$ cat config.mk
export PLATFORM = sky130hd
export DESIGN_NAME = msx_media_top
export DESIGN_NICKNAME = d
export VERILOG_FILES = /design/src/logic/msx_media_pkg.sv /design/src/logic/ddr_arbiter.sv /design/src/logic/pack_copier.sv /design/src/logic/cas_player.sv /design/src/logic/sd_activity.sv /design/src/logic/msx_media_top.sv
export SDC_FILE = /design/constraint.sdc
export NUM_CORES = 1
export LEC_CHECK = 0
export BUFFER_PORTS_ARGS = -buffer_cell sky130_fd_sc_hd__clkbuf_2
export CAP_MARGIN = 10
export CORE_ASPECT_RATIO = 1.25
export CORE_MARGIN = 2
export CORE_UTILIZATION = 35
export CTS_BUF_LIST = sky130_fd_sc_hd__clkbuf_8
export DETAILED_ROUTE_END_ITERATION = 8
export PLACE_DENSITY = 0.58
export SLEW_MARGIN = 20
export SYNTH_ARGS = -nofsm -noshare
export SYNTH_HDL_FRONTEND = slang
export SYNTH_SLANG_ARGS = --single-unit
$ cat constraint.sdc
create_clock -name clock_bus -period 6.8 [get_ports clock_bus]
set_input_delay 1.36 -clock clock_bus [delete_from_list [all_inputs] [get_ports clock_bus]]
set_output_delay 1.36 -clock clock_bus [all_outputs]
set_load 0.02 [all_outputs]
$ cat src/logic/msx_media_pkg.sv
`default_nettype none

package msx_media_pkg;

   // ====================
   // External memory port
   // ====================
   localparam int DDR_ADDR_W = 28;
   typedef logic [DDR_ADDR_W-1:0] ddr_addr_t;

   // ====================
   // System RAM port
   // ====================
   localparam int RAM_ADDR_W = 27;
   typedef logic [RAM_ADDR_W-1:0] ram_addr_t;

   typedef logic [7:0]  byte_t;
   typedef logic [15:0] copy_len_t;

   // Tape image region in external memory
   localparam ddr_addr_t TAPE_BASE = 28'h0700000;

   // Clock cycles per serial tape bit
   localparam int BIT_TICKS = 8;
   localparam int TICK_W    = $clog2(BIT_TICKS);

   // Activity light hold time after the last SD line change
   localparam int ACT_HOLD_CYCLES = 64;
   localparam int ACT_CNT_W       = $clog2(ACT_HOLD_CYCLES + 1);

   // Current owner of the external memory port
   typedef enum logic [1:0] {
      OWNER_NONE = 2'd0,
      OWNER_COPY = 2'd1,
      OWNER_TAPE = 2'd2
   } mem_owner_t;

endpackage

`default_nettype wire

$ cat src/logic/ddr_arbiter.sv
`timescale 1ns/1ps
`default_nettype none

module ddr_arbiter
   import msx_media_pkg::*;
(
   input  logic      clock_bus,
   input  logic      rst_n,
   // Copier side
   input  logic      copy_rd,
   input  ddr_addr_t copy_addr,
   output logic      copy_ready,
   // Player side
   input  logic      tape_rd,
   input  ddr_addr_t tape_addr,
   output logic      tape_ready,
   // External memory
   output logic      mem_rd,
   output ddr_addr_t mem_addr,
   input  logic      mem_ready
);

   mem_owner_t owner;

   // Ready goes back only to the client holding the grant
   assign copy_ready = mem_ready & (owner == OWNER_COPY);
   assign tape_ready = mem_ready & (owner == OWNER_TAPE);

   always_ff @(posedge clock_bus) begin
      if (!rst_n) begin
         owner  <= OWNER_NONE;
         mem_rd <= 1'b0;
      end else if (owner == OWNER_NONE) begin
         // Copier wins over the tape player
         if (copy_rd) begin
            owner  <= OWNER_COPY;
            mem_rd <= 1'b1;
         end else if (tape_rd) begin
            owner  <= OWNER_TAPE;
            mem_rd <= 1'b1;
         end
      end else if (mem_ready) begin
         // One idle cycle after each completed read
         owner  <= OWNER_NONE;
         mem_rd <= 1'b0;
      end
   end

   // Address captured at grant time
   always_ff @(posedge clock_bus) begin
      if (owner == OWNER_NONE) begin
         mem_addr <= copy_rd ? copy_addr : tape_addr;
      end
   end

   a_ready_has_owner: assert property (@(posedge clock_bus) disable iff (!rst_n)
      mem_ready |-> (owner != OWNER_NONE));

   // Owner keeps its address until its read completes
   a_addr_of_owner: assert property (@(posedge clock_bus) disable iff (!rst_n)
      mem_rd |-> (mem_addr == ((owner == OWNER_COPY) ? copy_addr : tape_addr)));

endmodule

`default_nettype wire

$ cat src/logic/pack_copier.sv
`timescale 1ns/1ps
`default_nettype none

module pack_copier
   import msx_media_pkg::*;
(
   input  logic      clock_bus,
   input  logic      rst_n,
   input  logic      copy_start,
   input  ddr_addr_t copy_src,
   input  ram_addr_t copy_dst,
   input  copy_len_t copy_len,
   input  logic      mem_ready,
   input  byte_t     mem_dout,
   output logic      mem_rd,
   output ddr_addr_t mem_addr,
   output ram_addr_t ram_addr,
   output byte_t     ram_din,
   output logic      ram_we,
   output logic      copy_busy
);

   typedef enum logic [1:0] {
      CP_IDLE = 2'd0,
      CP_READ = 2'd1,
      CP_DONE = 2'd2
   } cp_state_t;

   cp_state_t state;
   ddr_addr_t src_q;
   ram_addr_t dst_q;
   copy_len_t left_q;

   // Read stays requested across bytes so the grant returns here first
   assign mem_rd   = (state == CP_READ);
   assign mem_addr = src_q;

   always_ff @(posedge clock_bus) begin
      if (!rst_n) begin
         state     <= CP_IDLE;
         copy_busy <= 1'b0;
         ram_we    <= 1'b0;
      end else begin
         ram_we <= 1'b0;
         case (state)
            CP_IDLE: begin
               if (copy_start) begin
                  copy_busy <= 1'b1;
                  state     <= (copy_len == '0) ? CP_DONE : CP_READ;
               end
            end
            CP_READ: begin
               if (mem_ready) begin
                  ram_we <= 1'b1;
                  if (left_q == copy_len_t'(1)) begin
                     state <= CP_DONE;
                  end
               end
            end
            CP_DONE: begin
               // Last write is on the RAM port this cycle
               copy_busy <= 1'b0;
               state     <= CP_IDLE;
            end
            default: state <= CP_IDLE;
         endcase
      end
   end

   // Block pointers and the RAM write data
   always_ff @(posedge clock_bus) begin
      if (state == CP_IDLE && copy_start) begin
         src_q  <= copy_src;
         dst_q  <= copy_dst;
         left_q <= copy_len;
      end else if (state == CP_READ && mem_ready) begin
         ram_addr <= dst_q;
         ram_din  <= mem_dout;
         src_q    <= src_q + 1'b1;
         dst_q    <= dst_q + 1'b1;
         left_q   <= left_q - 1'b1;
      end
   end

   a_we_in_busy: assert property (@(posedge clock_bus) disable iff (!rst_n)
      ram_we |-> copy_busy);

endmodule

`default_nettype wire

$ cat src/logic/cas_player.sv
`timescale 1ns/1ps
`default_nettype none

module cas_player
   import msx_media_pkg::*;
(
   input  logic      clock_bus,
   input  logic      rst_n,
   input  logic      cas_download,
   input  logic      motor_n,
   input  logic      rewind,
   input  logic      mem_ready,
   input  byte_t     mem_dout,
   output logic      mem_rd,
   output ddr_addr_t mem_addr,
   output logic      cas_out
);

   logic              dl_q;
   logic              cas_load;
   logic              playing;
   logic              restart;
   logic              drop;
   logic              got_byte;
   logic              issue;
   ddr_addr_t         idx;
   byte_t             pf_buf;
   logic              pf_valid;
   byte_t             shift_q;
   logic [2:0]        bits_left;
   logic [TICK_W-1:0] tick;
   logic              sh_active;
   logic              shift_busy;
   logic              take_pf;
   logic              take_mem;
   logic              bit_q;

   assign playing    = cas_load & ~motor_n;
   assign restart    = rewind | cas_download;
   assign got_byte   = mem_ready & ~drop;
   assign issue      = ~mem_rd & playing & ~pf_valid & ~restart;
   assign shift_busy = sh_active & ((tick != '0) | (bits_left != '0));
   assign take_pf    = playing & ~shift_busy & pf_valid;
   assign take_mem   = playing & ~shift_busy & ~pf_valid & got_byte;
   assign cas_out    = playing & bit_q;

   always_ff @(posedge clock_bus) begin
      if (!rst_n) begin
         dl_q      <= 1'b0;
         cas_load  <= 1'b0;
         idx       <= '0;
         mem_rd    <= 1'b0;
         drop      <= 1'b0;
         pf_valid  <= 1'b0;
         sh_active <= 1'b0;
         bits_left <= '0;
         tick      <= '0;
         bit_q     <= 1'b0;
      end else begin
         // Tape counts as loaded once the download ends
         dl_q <= cas_download;
         if (dl_q && !cas_download) begin
            cas_load <= 1'b1;
         end
         if (mem_rd) begin
            if (mem_ready) begin
               mem_rd <= 1'b0;
               drop   <= 1'b0;
            end
         end else if (issue) begin
            mem_rd <= 1'b1;
         end
         if (restart) begin
            idx       <= '0;
            pf_valid  <= 1'b0;
            sh_active <= 1'b0;
            bit_q     <= 1'b0;
            // A read in flight belongs to the old position
            if (mem_rd && !mem_ready) begin
               drop <= 1'b1;
            end
         end else begin
            if (got_byte) begin
               idx <= idx + 1'b1;
            end
            if (playing && shift_busy) begin
               if (tick != '0) begin
                  tick <= tick - 1'b1;
               end else begin
                  bit_q     <= shift_q[7];
                  bits_left <= bits_left - 1'b1;
                  tick      <= TICK_W'(BIT_TICKS - 1);
               end
            end else if (take_pf || take_mem) begin
               bit_q     <= take_pf ? pf_buf[7] : mem_dout[7];
               bits_left <= 3'd7;
               tick      <= TICK_W'(BIT_TICKS - 1);
               sh_active <= 1'b1;
            end else if (playing) begin
               // Starved player keeps its last bit on the line
               sh_active <= 1'b0;
            end
            if (got_byte && !take_mem) begin
               pf_valid <= 1'b1;
            end else if (take_pf) begin
               pf_valid <= 1'b0;
            end
         end
      end
   end

   // Shift data, prefetch byte and read address
   always_ff @(posedge clock_bus) begin
      if (playing && shift_busy && tick == '0) begin
         shift_q <= {shift_q[6:0], 1'b0};
      end else if (take_pf) begin
         shift_q <= {pf_buf[6:0], 1'b0};
      end else if (take_mem) begin
         shift_q <= {mem_dout[6:0], 1'b0};
      end
      if (got_byte && !take_mem) begin
         pf_buf <= mem_dout;
      end
      if (issue) begin
         mem_addr <= TAPE_BASE + idx;
      end
   end

endmodule

`default_nettype wire

$ cat src/logic/sd_activity.sv
`timescale 1ns/1ps
`default_nettype none

module sd_activity
   import msx_media_pkg::*;
(
   input  logic clock_bus,
   input  logic rst_n,
   input  logic sd_mosi,
   input  logic sd_miso,
   output logic sd_act
);

   logic                 mosi_q;
   logic                 miso_q;
   logic                 toggled;
   logic [ACT_CNT_W-1:0] hold_cnt;

   assign toggled = (sd_mosi ^ mosi_q) | (sd_miso ^ miso_q);
   assign sd_act  = (hold_cnt < ACT_CNT_W'(ACT_HOLD_CYCLES));

   always_ff @(posedge clock_bus) begin
      // Previous line levels follow the pins even in reset
      mosi_q <= sd_mosi;
      miso_q <= sd_miso;
      if (!rst_n) begin
         hold_cnt <= ACT_CNT_W'(ACT_HOLD_CYCLES);
      end else if (toggled) begin
         // Cycle of the change counts as the first
         hold_cnt <= ACT_CNT_W'(1);
      end else if (sd_act) begin
         hold_cnt <= hold_cnt + 1'b1;
      end
   end

endmodule

`default_nettype wire

$ cat src/logic/msx_media_top.sv
`timescale 1ns/1ps
`default_nettype none

module msx_media_top
   import msx_media_pkg::*;
(
   input  logic      clock_bus,
   input  logic      rst_n,
   // Copy control
   input  logic      copy_start,
   input  ddr_addr_t copy_src,
   input  ram_addr_t copy_dst,
   input  copy_len_t copy_len,
   // Tape control
   input  logic      cas_download,
   input  logic      motor_n,
   input  logic      rewind,
   // External memory
   input  byte_t     mem_dout,
   input  logic      mem_ready,
   // SD lines
   input  logic      sd_mosi,
   input  logic      sd_miso,
   output logic      mem_rd,
   output ddr_addr_t mem_addr,
   // System RAM write port
   output ram_addr_t ram_addr,
   output byte_t     ram_din,
   output logic      ram_we,
   output logic      copy_busy,
   output logic      cas_out,
   output logic      sd_act
);

   logic      copy_rd;
   ddr_addr_t copy_addr;
   logic      copy_ready;
   logic      tape_rd;
   ddr_addr_t tape_addr;
   logic      tape_ready;

   // ====================
   // Memory sharing
   // ====================
   ddr_arbiter u_arbiter (
      .clock_bus  (clock_bus),
      .rst_n      (rst_n),
      .copy_rd    (copy_rd),
      .copy_addr  (copy_addr),
      .copy_ready (copy_ready),
      .tape_rd    (tape_rd),
      .tape_addr  (tape_addr),
      .tape_ready (tape_ready),
      .mem_rd     (mem_rd),
      .mem_addr   (mem_addr),
      .mem_ready  (mem_ready)
   );

   // ====================
   // Clients
   // ====================
   pack_copier u_copier (
      .clock_bus  (clock_bus),
      .rst_n      (rst_n),
      .copy_start (copy_start),
      .copy_src   (copy_src),
      .copy_dst   (copy_dst),
      .copy_len   (copy_len),
      .mem_ready  (copy_ready),
      .mem_dout   (mem_dout),
      .mem_rd     (copy_rd),
      .mem_addr   (copy_addr),
      .ram_addr   (ram_addr),
      .ram_din    (ram_din),
      .ram_we     (ram_we),
      .copy_busy  (copy_busy)
   );

   cas_player u_player (
      .clock_bus    (clock_bus),
      .rst_n        (rst_n),
      .cas_download (cas_download),
      .motor_n      (motor_n),
      .rewind       (rewind),
      .mem_ready    (tape_ready),
      .mem_dout     (mem_dout),
      .mem_rd       (tape_rd),
      .mem_addr     (tape_addr),
      .cas_out      (cas_out)
   );

   // Disk light
   sd_activity u_sd_act (
      .clock_bus (clock_bus),
      .rst_n     (rst_n),
      .sd_mosi   (sd_mosi),
      .sd_miso   (sd_miso),
      .sd_act    (sd_act)
   );

endmodule

`default_nettype wire

After elaboration in Yosys (flattened, before gate mapping)
Index checks and enable logic that the tools add are counted.
- output and inout port bits: 68
- bits of input ports: 88
- word-level logic and storage cells: 159
- bits in read-only memories: 0
- register bits after elaboration: 234
- memories: 0
- latch bits: 0
- bits in writable memories: 0
- $lt $le $gt $ge: 1
- bitwise operators: 27
- reductions and logical operators: 36
- add/subtract/negate cells: 8
- $mul: 0
- divide/modulo/power cells: 0
- eq/ne operators: 10
- shifts and indexed selects: 0
- mux-type cells: 48
- operators by type and width (operator ; count):
    2-to-1 mux 28 bit ; 3
    adder 28 x 1 -> 28 bit (second input constant) ; 2
    2-to-1 mux 27 bit ; 2
    2-to-1 mux 16 bit ; 2
    adder 23 x 28 -> 28 bit (first input constant) ; 1
    adder 27 x 1 -> 27 bit (second input constant) ; 1
    2-to-1 mux 8 bit ; 3
    2-to-1 mux 1 bit ; 21
    == test 16 x 1 -> 1 bit (second input constant) ; 1
    zero test 16 bit ; 1
    2-to-1 mux 2 bit ; 8
    subtractor 16 x 1 -> 16 bit (second input constant) ; 1
    2-to-1 mux 3 bit ; 5
    2-to-1 mux 7 bit ; 2
    AND reduction 2 bit ; 7
    nonzero test 2 bit ; 7
    bitwise AND 1 bit ; 13
    inverter 1 bit ; 9
    nonzero test 3 bit ; 3
    adder 7 x 1 -> 7 bit (second input constant) ; 1
    logical AND 1 bit ; 7
    less-than comparator 7 bit (second input constant) ; 1
    AND reduction 3 bit ; 2
    subtractor 3 x 1 -> 3 bit (second input constant) ; 2
    other kinds (14) ; 25

Logic depth before layout (Yosys ltp)
Gate-level depths: netlist of run 1.
- depth in word-level cells: 10
- mapped depth: 8
- depth with buffers taken out: 7

Modules after synthesis
A second synthesis of run 1 with hierarchy kept.
- cells, all modules: 932
- area, all modules: 10827.9 um^2
- modules (own cells, without submodules) (module ; cells each ; times used ; area each (um^2)):
    pack_copier ; 493 ; 1 ; 5490.3
    cas_player ; 328 ; 1 ; 3624.7
    ddr_arbiter ; 75 ; 1 ; 1335.0
    sd_activity ; 36 ; 1 ; 377.9

Worst setup path after synthesis of run 1
Ideal clock, no wire load.
- path kind: input to register
- start point: input mem_ready
- end point: register u_copier.dst_q[0] (enable)
- library setup time: 0.398 ns
- arrival: 5.104 ns
- buffers on the path: 0
- data required time: 6.402 ns
- stages on the path: 3
- path slack: 1.298 ns
- path through: nand2_1 nor3_1 or2_2
- cells in the longest elaborated chain, start to end: 3
- ends and longest elaborated chain (what ; line ; text):
    start: declaration ; msx_media_top.sv:20 ; input logic mem_ready,
    bitwise AND 1 bit ; ddr_arbiter.sv:26 ; assign copy_ready = mem_ready & (owner == OWNER_COPY);
    logical AND 1 bit ; pack_copier.sv:76 ; end else if (state == CP_READ && mem_ready) begin
    nonzero test 2 bit (no source line) ; - ;
    end signal: assignment ; pack_copier.sv:74 ; dst_q <= copy_dst;
    end signal: assignment ; pack_copier.sv:80 ; dst_q <= dst_q + 1'b1;
    end: declaration ; pack_copier.sv:31 ; ram_addr_t dst_q;
Every way passes these cells.
A chain may end at the register's enable or synchronous reset.

Worst setup path after layout of run 1
- start point: input motor_n
- end point: output cas_out
- cells in the longest elaborated chain, start to end: 3
- ends and longest elaborated chain (what ; line ; text):
    start: declaration ; msx_media_top.sv:16 ; input logic motor_n,
    inverter 1 bit ; cas_player.sv:38 ; assign playing = cas_load & ~motor_n;
    bitwise AND 1 bit ; cas_player.sv:38 ;
    bitwise AND 1 bit ; cas_player.sv:45 ; assign cas_out = playing & bit_q;
    end: declaration ; msx_media_top.sv:31 ; output logic cas_out,
Every way passes these cells.

==> summary.md, run 1 <==
| Metric | Value |
|---|---|
| Largest cells by area after synthesis | `edfxtp_1 51%, dfxtp_1 11%, nand2_1 6.9%` |
| Setup crit end kind | `output port` |
| Gate power share | `0.095` |
| Worst slew margin | `0.306` |
| CP max stage delay | `between 0.4 and 0.5 ns` |
| Setup Skew | `between 0.02 and 0.03 ns` |
| Final hold viol count | `0` |
| Hpwl dp | `16500 µm` |
| Top sig layer | `met4` |
| Clk sinks | `234` |
| Leading cell type in the layout, fill and taps excluded | `nand2_1` |
| Status | `completed` |
| Worst Hold Class | `register to register` |
| Final antenna-violating net count | `0` |
| Critical path depth in cells | `4` |
| Area Overhead vs Synth | `18.5%` |
| Post-CTS Hold Buffers | `0` |
| Vias in the first global route | `7355` |
| Final Max Tran Viols | `0` |
| Slew @ Worst Pin | `roughly 1.0 ns` |
| Placed inst area | `11700 µm²` |
| Buf/Inv on CP | `2` |
| CP top delay family | `simple AND/OR/NAND/NOR gates` |
| Layout cells sized above 1 | `0.206` |
| Peak VDD IR | `123 µV` |
| CP endpoint | `cas_out` |
| Post-synth cell types | `51` |
| Row count | `70` |
| GRT Resource Usage Total | `0.149` |
| CTS tree | `yes` |
| Global-route wire length before repair | `about 38000 µm` |
| DRT Pass-1 Iters | `4` |
| Metal-1 WL | `a little over 10000 µm` |
| Yosys reg bits | `between 200 and 250` |
| Psw | `between 0.0008 and 0.0009 W` |
| Number of remaining DRC errors | `0` |
| Worst Path Arrival | `2.30 ns` |
| Synthesized Nets | `about 1100` |
| CORE AREA | `around 30000 µm²` |
| Number of diodes | `0` |
| Worst reg2reg startpoint | `u_copier.state[1]` |
| Routed wl met2 | `~11000 µm` |
| Detailed Route Iter0 Violations | `467` |
| Clock slew at reported path FFs | `about 0.06 ns` |
| Lkg Pwr | `4.70 nW` |
| PnR worst setup slack | `roughly 3.1 ns` |
| Post-CTS setup buffer count | `0` |
| Switching share of power | `0.266` |
| Die Wd | `159 µm` |
| Final TNS setup | `0 ns` |
| Yosys Warn Count | `0` |
| Top cell type's share of synthesized area | `0.506` |
| Post-CTS resize count | `0` |
| Sequential area share after synthesis | `0.614` |
| Initial core utilization | `0.357` |
| Die ar. | `~31000 µm²` |
| Met3 WL | `between 1000 and 1500 µm` |
| Sequential group share of total power | `0.539` |
| Clk Tree Root Cell | `clkbuf_8` |
| Most frequent cells in the layout | `193 x nand2_1, 177 x edfxtp_1, 155 x clkbuf_2` |
| Worst path most repeated cell | `clkbuf_2` |
| Clock Tree Buf Depth | `3` |
| Setup slack, reg-to-reg | `approximately 3.6 ns` |
| Max FO, Critical Path | `9` |
| Num CTS Buffers | `40` |
| Primary FF master, synth | `edfxtp_1` |
| RSZ-0062 raised after global routing | `no` |
| Worst path required time | `between 5 and 6 ns` |
| Final period util | `0.538` |
| Highest clock rate | `~270 MHz` |
| Tmin final | `3.66 ns` |
| GPL Wtd Cong | `about 0.83` |
| Worst Reg2Reg Path Length in Cells | `5` |
| Nets@finish | `between 1000 and 1500` |
| Routed vias/inst | `about 4.8` |
| Slowest-stage cell, CP | `nor2b_1` |
| Total grt overflow | `0` |
| Initial antenna violation count | `0` |
| Worst reg2reg endpoint | `u_copier.dst_q[7]` |
| Crit-path cells | `clkbuf_2, nor2b_1, and2_1, clkbuf_2` |
| Routed wire length | `23600 µm` |
| Final setup fails | `0` |
| DR vias | `about 7500` |
| Critical path type | `input port to output port` |
| Mapped Area | `around 11000 µm²` |
| Pre-CTS setup slack | `~3.2 ns` |
| Die H | `between 150 and 200 µm` |
| MaxCap Viol Count | `0` |
| Post-route cell area | `about 12000 µm²` |
| Setup crit start kind | `input port` |
| Pin count of the biggest net entering global routing | `99` |
| # port buffers | `approximately 160` |
| IO Pins | `156` |
| Internal Power | `~0.0024 W` |
| Clk pwr share | `0.366` |
| Max H-tree Level | `2` |
| Synthesized area per cell | `11.0 µm²` |
| Synth Instances | `roughly 950` |
| PD cells | `between 200 and 300 nW/µm²` |
| Number of flops mapped to enable cells by yosys | `177` |
| Hold Startpoint | `u_player.bits_left[1]` |
| Critical path origin | `motor_n` |
| Wirelength per Cell | `approximately 15 µm` |
| Fraction of registers with async set/reset | `0` |
| Synth area leader | `edfxtp_1` |
| Clk_lat worst skew | `roughly 0.56 ns` |
[state kept, by name, summed over array words and instances (netlist names), 3 cells and up, named ones only]
| name | cells |
|---|---|
| u_player.tick | 3 |
| u_player.pf_buf | 8 |
| u_copier.left_q | 16 |
| u_player.shift_q | 7 |
| u_sd_act.hold_cnt | 7 |
| u_arbiter.mem_addr | 28 |
| u_copier.ram_addr | 27 |
| u_player.mem_addr | 28 |
| u_copier.dst_q | 27 |
| u_copier.ram_din | 8 |
| u_copier.mem_addr | 28 |
| u_player.bits_left | 3 |
| u_player.idx | 28 |
[cells in the mapped netlist, drive strengths merged (2+ instances only)]
cell	number
nand2	194
edfxtp	177
o21ai	78
nor2	66
xor2	59
dfxtp	57
nand3	48
xnor2	37
clkbuf	33
nand4	28
a21oi	24
inv	18
and3	14
nor3	13
nor4	13
ha	12
mux2i	9
or3	9
and4	8
and2	6
nor2b	6
nand2b	5
a31oi	4
a311oi	3
buf	3
o21a	3
o221a	3
or4	3
mux2	2
nand3b	2
nand4bb	2
nor3b	2
o211ai	2
[per-layer routing]
metal	track usage	vias to the layer above
met5	0	-
met4	0.0811	0
met3	0.0316	66
li1	-	3734
met2	0.248	176
met1	0.182	3505
[cells by family (layout without fill, tap and decap cells)]
group / after synthesis / in the layout / share of synthesized area
fa+ha+maj: 12 / 12 / 0.0143
compound gates: 123 / 123 / 0.0649
flops: 234 / 234 / 0.614
xor+xnor: 96 / 96 / 0.0800
mux: 11 / 11 / 0.0107
simple gates: 423 / 423 / 0.196
buf+inv: 54 / 252 / 0.0196
[power groups by stage]
stage          Sequential, W  Combinational (W)  Clock [W]
6_report             0.00174           0.000308    0.00118
5_1_grt              0.00175           0.000347    0.00128
4_1_cts              0.00174           0.000314    0.00123
3_5_place_dp         0.00177           0.000314          0
3_3_place_gp         0.00177           0.000308          0
2_1_floorplan        0.00177           0.000175          0
[worst register-to-register path: cells and delay by family (launching register included)]
kind	cells	cell delay, ns
DFF	1	0.34
and+or+nand+nor	3	1.81
buffers and inverters	2	0.58
[final cells by class]
cell class | count | area, µm²
Fill cell | 2856 | 17000
Sequential cell | 234 | 6460
Multi-Input combinational cell | 665 | 3880
Timing Repair Buffer | 160 | 811
Clock buffer | 44 | 606
Tap cell | 396 | 495
Clock inverter | 30 | 139
Inverter | 18 | 67.6
[per-stage QoR]
| step | power, W | std cells | utilization | hold slack [ns] |
|---|---|---|---|---|
| global route | 0.00338 | 1547 | 0.423 | 0.498 |
| global placement | 0.00208 | 1472 | 0.397 | 0.450 |
| detailed placement | 0.00208 | 1473 | 0.398 | 0.457 |
| finish | 0.00323 | 1547 | 0.423 | 0.466 |
| CTS | 0.00329 | 1547 | 0.423 | 0.470 |
| floorplan | 0.00195 | 953 | - | 0.424 |
[worst min-delay path by stage]
stage                                  endpoint  slack (ns)  depth (start not counted)
after floorplan               u_copier.state[1]        0.42                          1
after global placement    u_player.bits_left[1]        0.45                          1
after detailed placement  u_player.bits_left[1]        0.46                          1
after CTS                 u_player.bits_left[1]        0.47                          1
after global routing      u_player.mem_addr[11]        0.50                          0
final                     u_player.bits_left[1]        0.47                          1
Note: power is estimated with default switching activity, not from simulation.
==> run 2, diff against run 1 <==
- PLACE_DENSITY: 0.58 -> 0.6
- clock period: 6.8 -> 3.05 ns (I/O delays scaled with it)
==> summary.md, run 2 (synthesis results as in run 1) <==
| Metric | Value |
|---|---|
| Worst Path Arrival | `1.81 ns (-0.49 ns)` |
| Status | `completed` |
| Setup slack, reg-to-reg | `0.93 ns (-2.66 ns)` |
| Final Util | `0.430 (+0.00655)` |
| Post-CTS resize count | `0 (unchanged)` |
| Critical path type | `register to output port` |
| Final setup fails | `0 (unchanged)` |
| Nets@finish | `1225 (+0.49%)` |
| Final TNS setup | `0 ns (unchanged)` |
| Hold EP | `u_sd_act.mosi_q` |
| Final Max Tran Viols | `0 (unchanged)` |
| Post-CTS setup buffer count | `0 (unchanged)` |
| Hold Slack | `0.201 ns (-0.265 ns)` |
| Post-CTS Hold Buffers | `0 (unchanged)` |
| Initial antenna violation count | `0 (unchanged)` |
| Setup crit end kind | `output port` |
| Setup crit start kind | `register` |
| Routed vias/inst | `4.80 (-0.79%)` |
| Number of diodes | `0 (unchanged)` |
| Pin count of the biggest net entering global routing | `123 (+24%)` |
| Hpwl dp | `16700 µm (+1.3%)` |
| Routed wire length | `23500 µm (-0.17%)` |
| Final antenna-violating net count | `0 (unchanged)` |
| Hold Startpoint | `sd_mosi` |
| Total grt overflow | `0 (unchanged)` |
| Layout cells sized above 1 | `0.212 (+0.00621)` |
| Slew @ Worst Pin | `0.921 ns (-0.121 ns)` |
| Final period util | `0.792` |
| GPL Wtd Cong | `0.817 (-1.3%)` |
| Die H | `198 µm (unchanged)` |
| IO Pins | `156 (unchanged)` |
| CORE AREA | `29400 µm² (unchanged)` |
| PnR worst setup slack | `0.634 ns (-2.51 ns)` |
| Detailed Route Iter0 Violations | `506 (+8.4%)` |
| Worst slew margin | `0.385 (+0.0789)` |
| Max H-tree Level | `2 (unchanged)` |
| Global-route wire length before repair | `37800 µm (+0.55%)` |
| DR vias | `7441 (-0.53%)` |
| Pre-CTS setup slack | `0.809 ns (-2.35 ns)` |
| Lkg Pwr | `4.77 nW (+1.5%)` |
| Most frequent cells in the layout | `194 x nand2_1, 177 x edfxtp_1, 155 x clkbuf_2` |
| PD cells | `596 nW/µm² (+130%)` |
| CTS tree | `yes` |
| Worst Hold Class | `input port to register` |
| Worst path required time | `2.44 ns (-3.00 ns)` |
| Peak VDD IR | `288 µV (+130%)` |
| Worst reg2reg endpoint | `u_copier.mem_addr[27]` |
| Setup Skew | `0.0235 ns (-0.00207 ns)` |
| RSZ-0062 raised after global routing | `no` |
| Clock slew at reported path FFs | `0.06 ns (about the same)` |
| Clk Tree Root Cell | `clkbuf_8` |
| Worst Reg2Reg Path Length in Cells | `5 (unchanged)` |
| Worst reg2reg startpoint | `u_copier.mem_addr[12]` |
| Wirelength per Cell | `15.2 µm (-0.42%)` |
| Die ar. | `31400 µm² (unchanged)` |
| Die Wd | `159 µm (unchanged)` |
| GRT Resource Usage Total | `0.150 (+0.000736)` |
| Highest clock rate | `just over 400 MHz` |
| DRT Pass-1 Iters | `5 (+1)` |
| Final hold viol count | `0 (unchanged)` |
| Number of remaining DRC errors | `0 (unchanged)` |
| Leading cell type in the layout, fill and taps excluded | `nand2_1` |
| Initial core utilization | `0.357 (unchanged)` |
| Row count | `70 (unchanged)` |
| Clock Tree Buf Depth | `3 (unchanged)` |
| Max FO, Critical Path | `9 (unchanged)` |
| Hold depth | `1 (unchanged)` |
| Clk sinks | `234 (unchanged)` |
| Vias in the first global route | `7254 (-1.4%)` |
| Area Overhead vs Synth | `20.3%` |
| Num CTS Buffers | `39 (-2.5%)` |
| MaxCap Viol Count | `0 (unchanged)` |
| Tmin final | `between 2 and 2.5 ns` |
| # port buffers | `155 (unchanged)` |
| Clk_lat worst skew | `0.54 ns (-0.02 ns)` |
==> run 2: where the power goes <==
group | switching (W) | internal (W)
logic | 0.000446 | 0.000269
registers | 0.000187 | 0.00369
clock network | 0.00126 | 0.00168
==> run 2: worst max-delay path by stage <==
stage / start / end / slack [ns]
final: u_player.cas_load / cas_out / 0.63
after global routing: u_player.cas_load / cas_out / 0.46
after detailed placement: motor_n / u_player.shift_q[7] / 0.81
after global placement: motor_n / u_player.shift_q[2] / 0.82
after floorplan: mem_ready / u_copier.dst_q[0] / 0.31
after CTS: u_player.cas_load / cas_out / 0.59
==> run 2: metal layers <==
metal,vias up,track usage,part of all wire
li1,3752,-,-
met1,3486,0.187,0.44
met2,158,0.257,0.49
met3,45,0.0287,0.043
met4,0,0.0606,0.032
met5,-,0,0
==> run 2: per-stage QoR <==
stage               cells  instance area (µm²)  total power, W
floorplan             953                10500         0.00435
global placement     1480                11800         0.00466
detailed placement   1480                11800         0.00467
CTS                  1551                12600         0.00765
global route         1551                12600         0.00787
finish               1551                12600         0.00754
==> run 2: final cells by class <==
type | count | area (µm²)
well taps | 396 | 495
fillers | 2869 | 16800
clock buffers | 48 | 661
inverters | 18 | 67.6
multi-input cells | 665 | 3880
repair buffers | 167 | 903
flip-flops and latches | 234 | 6460
clock inverters | 23 | 179
==> run 2: worst max-delay path: stages (launching register included) <==
cell,delay (ns)
dfxtp_1,0.37
nor2b_1,0.48
and2_1,0.23
clkbuf_2,0.18
==> run 3, diff against run 2 <==
- PLACE_DENSITY: 0.6 -> 0.58
- clock period: 3.05 -> 2.4 ns (I/O delays scaled with it)
==> summary.md, run 3 (synthesis results as in run 1) <==
| Metric | Value |
|---|---|
| Switching share of power | `0.264 (+0.0123)` |
| Slew @ Worst Pin | `0.549 ns (-0.372 ns)` |
| CP max stage delay | `0.37 ns (-0.11 ns)` |
| Setup crit start kind | `register` |
| Pre-CTS setup slack | `0.326 ns (-0.483 ns)` |
| Vias in the first global route | `7439 (+2.6%)` |
| Lkg Pwr | `4.82 nW (+0.95%)` |
| Pin count of the biggest net entering global routing | `38 (-69%)` |
| Critical path origin | `u_player.cas_load` |
| GRT Resource Usage Total | `0.153 (+0.00380)` |
| Die ar. | `31400 µm² (unchanged)` |
| Worst Hold Class | `input port to register` |
| Peak VDD IR | `349 µV (+21%)` |
| Hpwl dp | `17400 µm (+4.5%)` |
| DR vias | `7547 (+1.4%)` |
| RSZ-0062 raised after global routing | `no` |
| Worst path required time | `1.92 ns (-0.52 ns)` |
| Detailed Route Iter0 Violations | `477 (-5.7%)` |
| PD cells | `735 nW/µm² (+23%)` |
| Number of remaining DRC errors | `0 (unchanged)` |
| CTS tree | `yes` |
| Post-CTS setup buffer count | `0 (unchanged)` |
| Nets@finish | `1241 (+1.3%)` |
| Die H | `198 µm (unchanged)` |
| Row count | `70 (unchanged)` |
| Routed vias/inst | `4.81 (+0.32%)` |
| Routed wire length | `24100 µm (+2.5%)` |
| Buf/Inv on CP | `2 (+1)` |
| Final Max Tran Viols | `0 (unchanged)` |
| CP top delay family | `simple AND/OR/NAND/NOR gates` |
| CORE AREA | `29400 µm² (unchanged)` |
| Gate power share | `0.100 (+0.005)` |
| Worst reg2reg endpoint | `u_copier.mem_addr[14]` |
| Slowest-stage cell, CP | `dfxtp_1` |
| Clk Tree Root Cell | `clkbuf_8` |
| Die Wd | `159 µm (unchanged)` |
| Status | `completed` |
| Crit-path cells | `nor2b_1, buf_4, and2_1, clkbuf_2` |
| Post-CTS resize count | `0 (unchanged)` |
| Worst reg2reg startpoint | `u_copier.mem_addr[1]` |
| Hold depth | `1 (unchanged)` |
| Clk_lat worst skew | `0.55 ns (about the same)` |
| Setup Skew | `0.0254 ns (+0.00192 ns)` |
| Wirelength per Cell | `15.4 µm (+1.4%)` |
| Critical path type | `register to output port` |
| Clk pwr share | `0.372 (-0.019)` |
| Clk sinks | `234 (unchanged)` |
| Leading cell type in the layout, fill and taps excluded | `nand2_1` |
| Clock Tree Buf Depth | `3 (unchanged)` |
| Clock slew at reported path FFs | `0.06 ns (about the same)` |
| Worst Path Arrival | `1.73 ns (-0.08 ns)` |
| Psw | `0.00246 W (+30%)` |
| Layout cells sized above 1 | `0.223 (+0.0106)` |
| PnR worst setup slack | `0.188 ns (-0.447 ns)` |
| Final period util | `0.922` |
| Post-CTS Hold Buffers | `0 (unchanged)` |
| Initial antenna violation count | `0 (unchanged)` |
| Setup crit end kind | `output port` |
| # port buffers | `155 (unchanged)` |
| Area Overhead vs Synth | `20.7%` |
| Max FO, Critical Path | `6 (-3)` |
| MaxCap Viol Count | `0 (unchanged)` |
| Final Total Pwr | `0.00932 W (+24%)` |
| Global-route wire length before repair | `38900 µm (+2.7%)` |
| Hold Startpoint | `sd_miso` |
| Final setup fails | `0 (unchanged)` |
| Sequential group share of total power | `0.528 (+0.014)` |
| Most frequent cells in the layout | `193 x nand2_1, 177 x edfxtp_1, 155 x clkbuf_2` |
| Num CTS Buffers | `39 (unchanged)` |
| Final antenna-violating net count | `0 (unchanged)` |
| Number of diodes | `0 (unchanged)` |
| Max H-tree Level | `2 (unchanged)` |
| IO Pins | `156 (unchanged)` |
| Initial core utilization | `0.357 (unchanged)` |
| Setup slack, reg-to-reg | `0.36 ns (-0.57 ns)` |
| Total grt overflow | `0 (unchanged)` |
| Highest clock rate | `approximately 450 MHz` |
| Tmin final | `approximately 2.2 ns` |
| DRT Pass-1 Iters | `5 (unchanged)` |
| Internal Power | `0.00686 W (+22%)` |
| Hold EP | `u_sd_act.miso_q` |
| Worst slew margin | `0.633 (+0.249)` |
| Final hold viol count | `0 (unchanged)` |
| GPL Wtd Cong | `0.823 (+0.77%)` |
| Worst Reg2Reg Path Length in Cells | `6 (+1)` |
## run 3: cell types whose count changed in the layout (fill, tap and decap cells not counted), moves of 2 or more
| cell | change |
|---|---|
| clkinv_2 | +5 |
| clkbuf_8 | -7 |
| buf_4 | +17 |
| clkinv_1 | +2 |
## run 3: area by class of cell
class	count	area [µm²]
Tap cell	396	495
Clock buffer	41	564
Multi-Input combinational cell	665	3900
Fill cell	2869	16700
Timing Repair Buffer	183	1010
Inverter	18	67.6
Clock inverter	31	193
Sequential cell	234	6460
## run 3: worst reg2reg max path: stages (launching register included)
cell and delay [ns]:
edfxtp_1 0.41, ha_1 0.22, and4_1 0.29, and3_1 0.42
and3_1 0.23, xnor2_1 0.11, o21ai_0 0.08
## run 3: worst max-delay path by stage
stage,slack [ns],endpoint,depth (start not counted)
3_5_place_dp,0.33,u_player.tick[2],6
4_1_cts,0.12,cas_out,4
5_1_grt,0.04,cas_out,4
2_1_floorplan,-0.20,u_copier.dst_q[0],3
3_3_place_gp,0.38,u_player.bit_q,7
6_report,0.19,cas_out,4
## run 3: layer usage
metal	global-route usage	wire length, µm	vias up	share of wire
met5	0	0	-	0
met4	0.0599	635	0	0.026
met3	0.0318	1150	44	0.048
met2	0.266	12000	186	0.50
met1	0.189	10400	3526	0.43
li1	-	-	3791	-
## run 3: power by group through the flow
stage               clock network (W)  registers, W  logic (W)
global placement                    0       0.00500   0.000933
global route                  0.00378       0.00496    0.00104
floorplan                           0       0.00503   0.000500
finish                        0.00347       0.00492   0.000930
detailed placement                  0       0.00500   0.000947
CTS                           0.00362       0.00492   0.000950
## run 3: stage by stage
step                setup TNS (ns)  cells  hold slack (ns)  utilization  cell area, µm²
finish                           0   1568           0.0605        0.431           12700
global route                     0   1568           0.0241        0.431           12700
CTS                              0   1568          0.00992        0.431           12700
detailed placement               0   1496            0.457        0.405           11900
global placement                 0   1496            0.450        0.405           11900
floorplan                   -13.93    953            0.424            -           10600
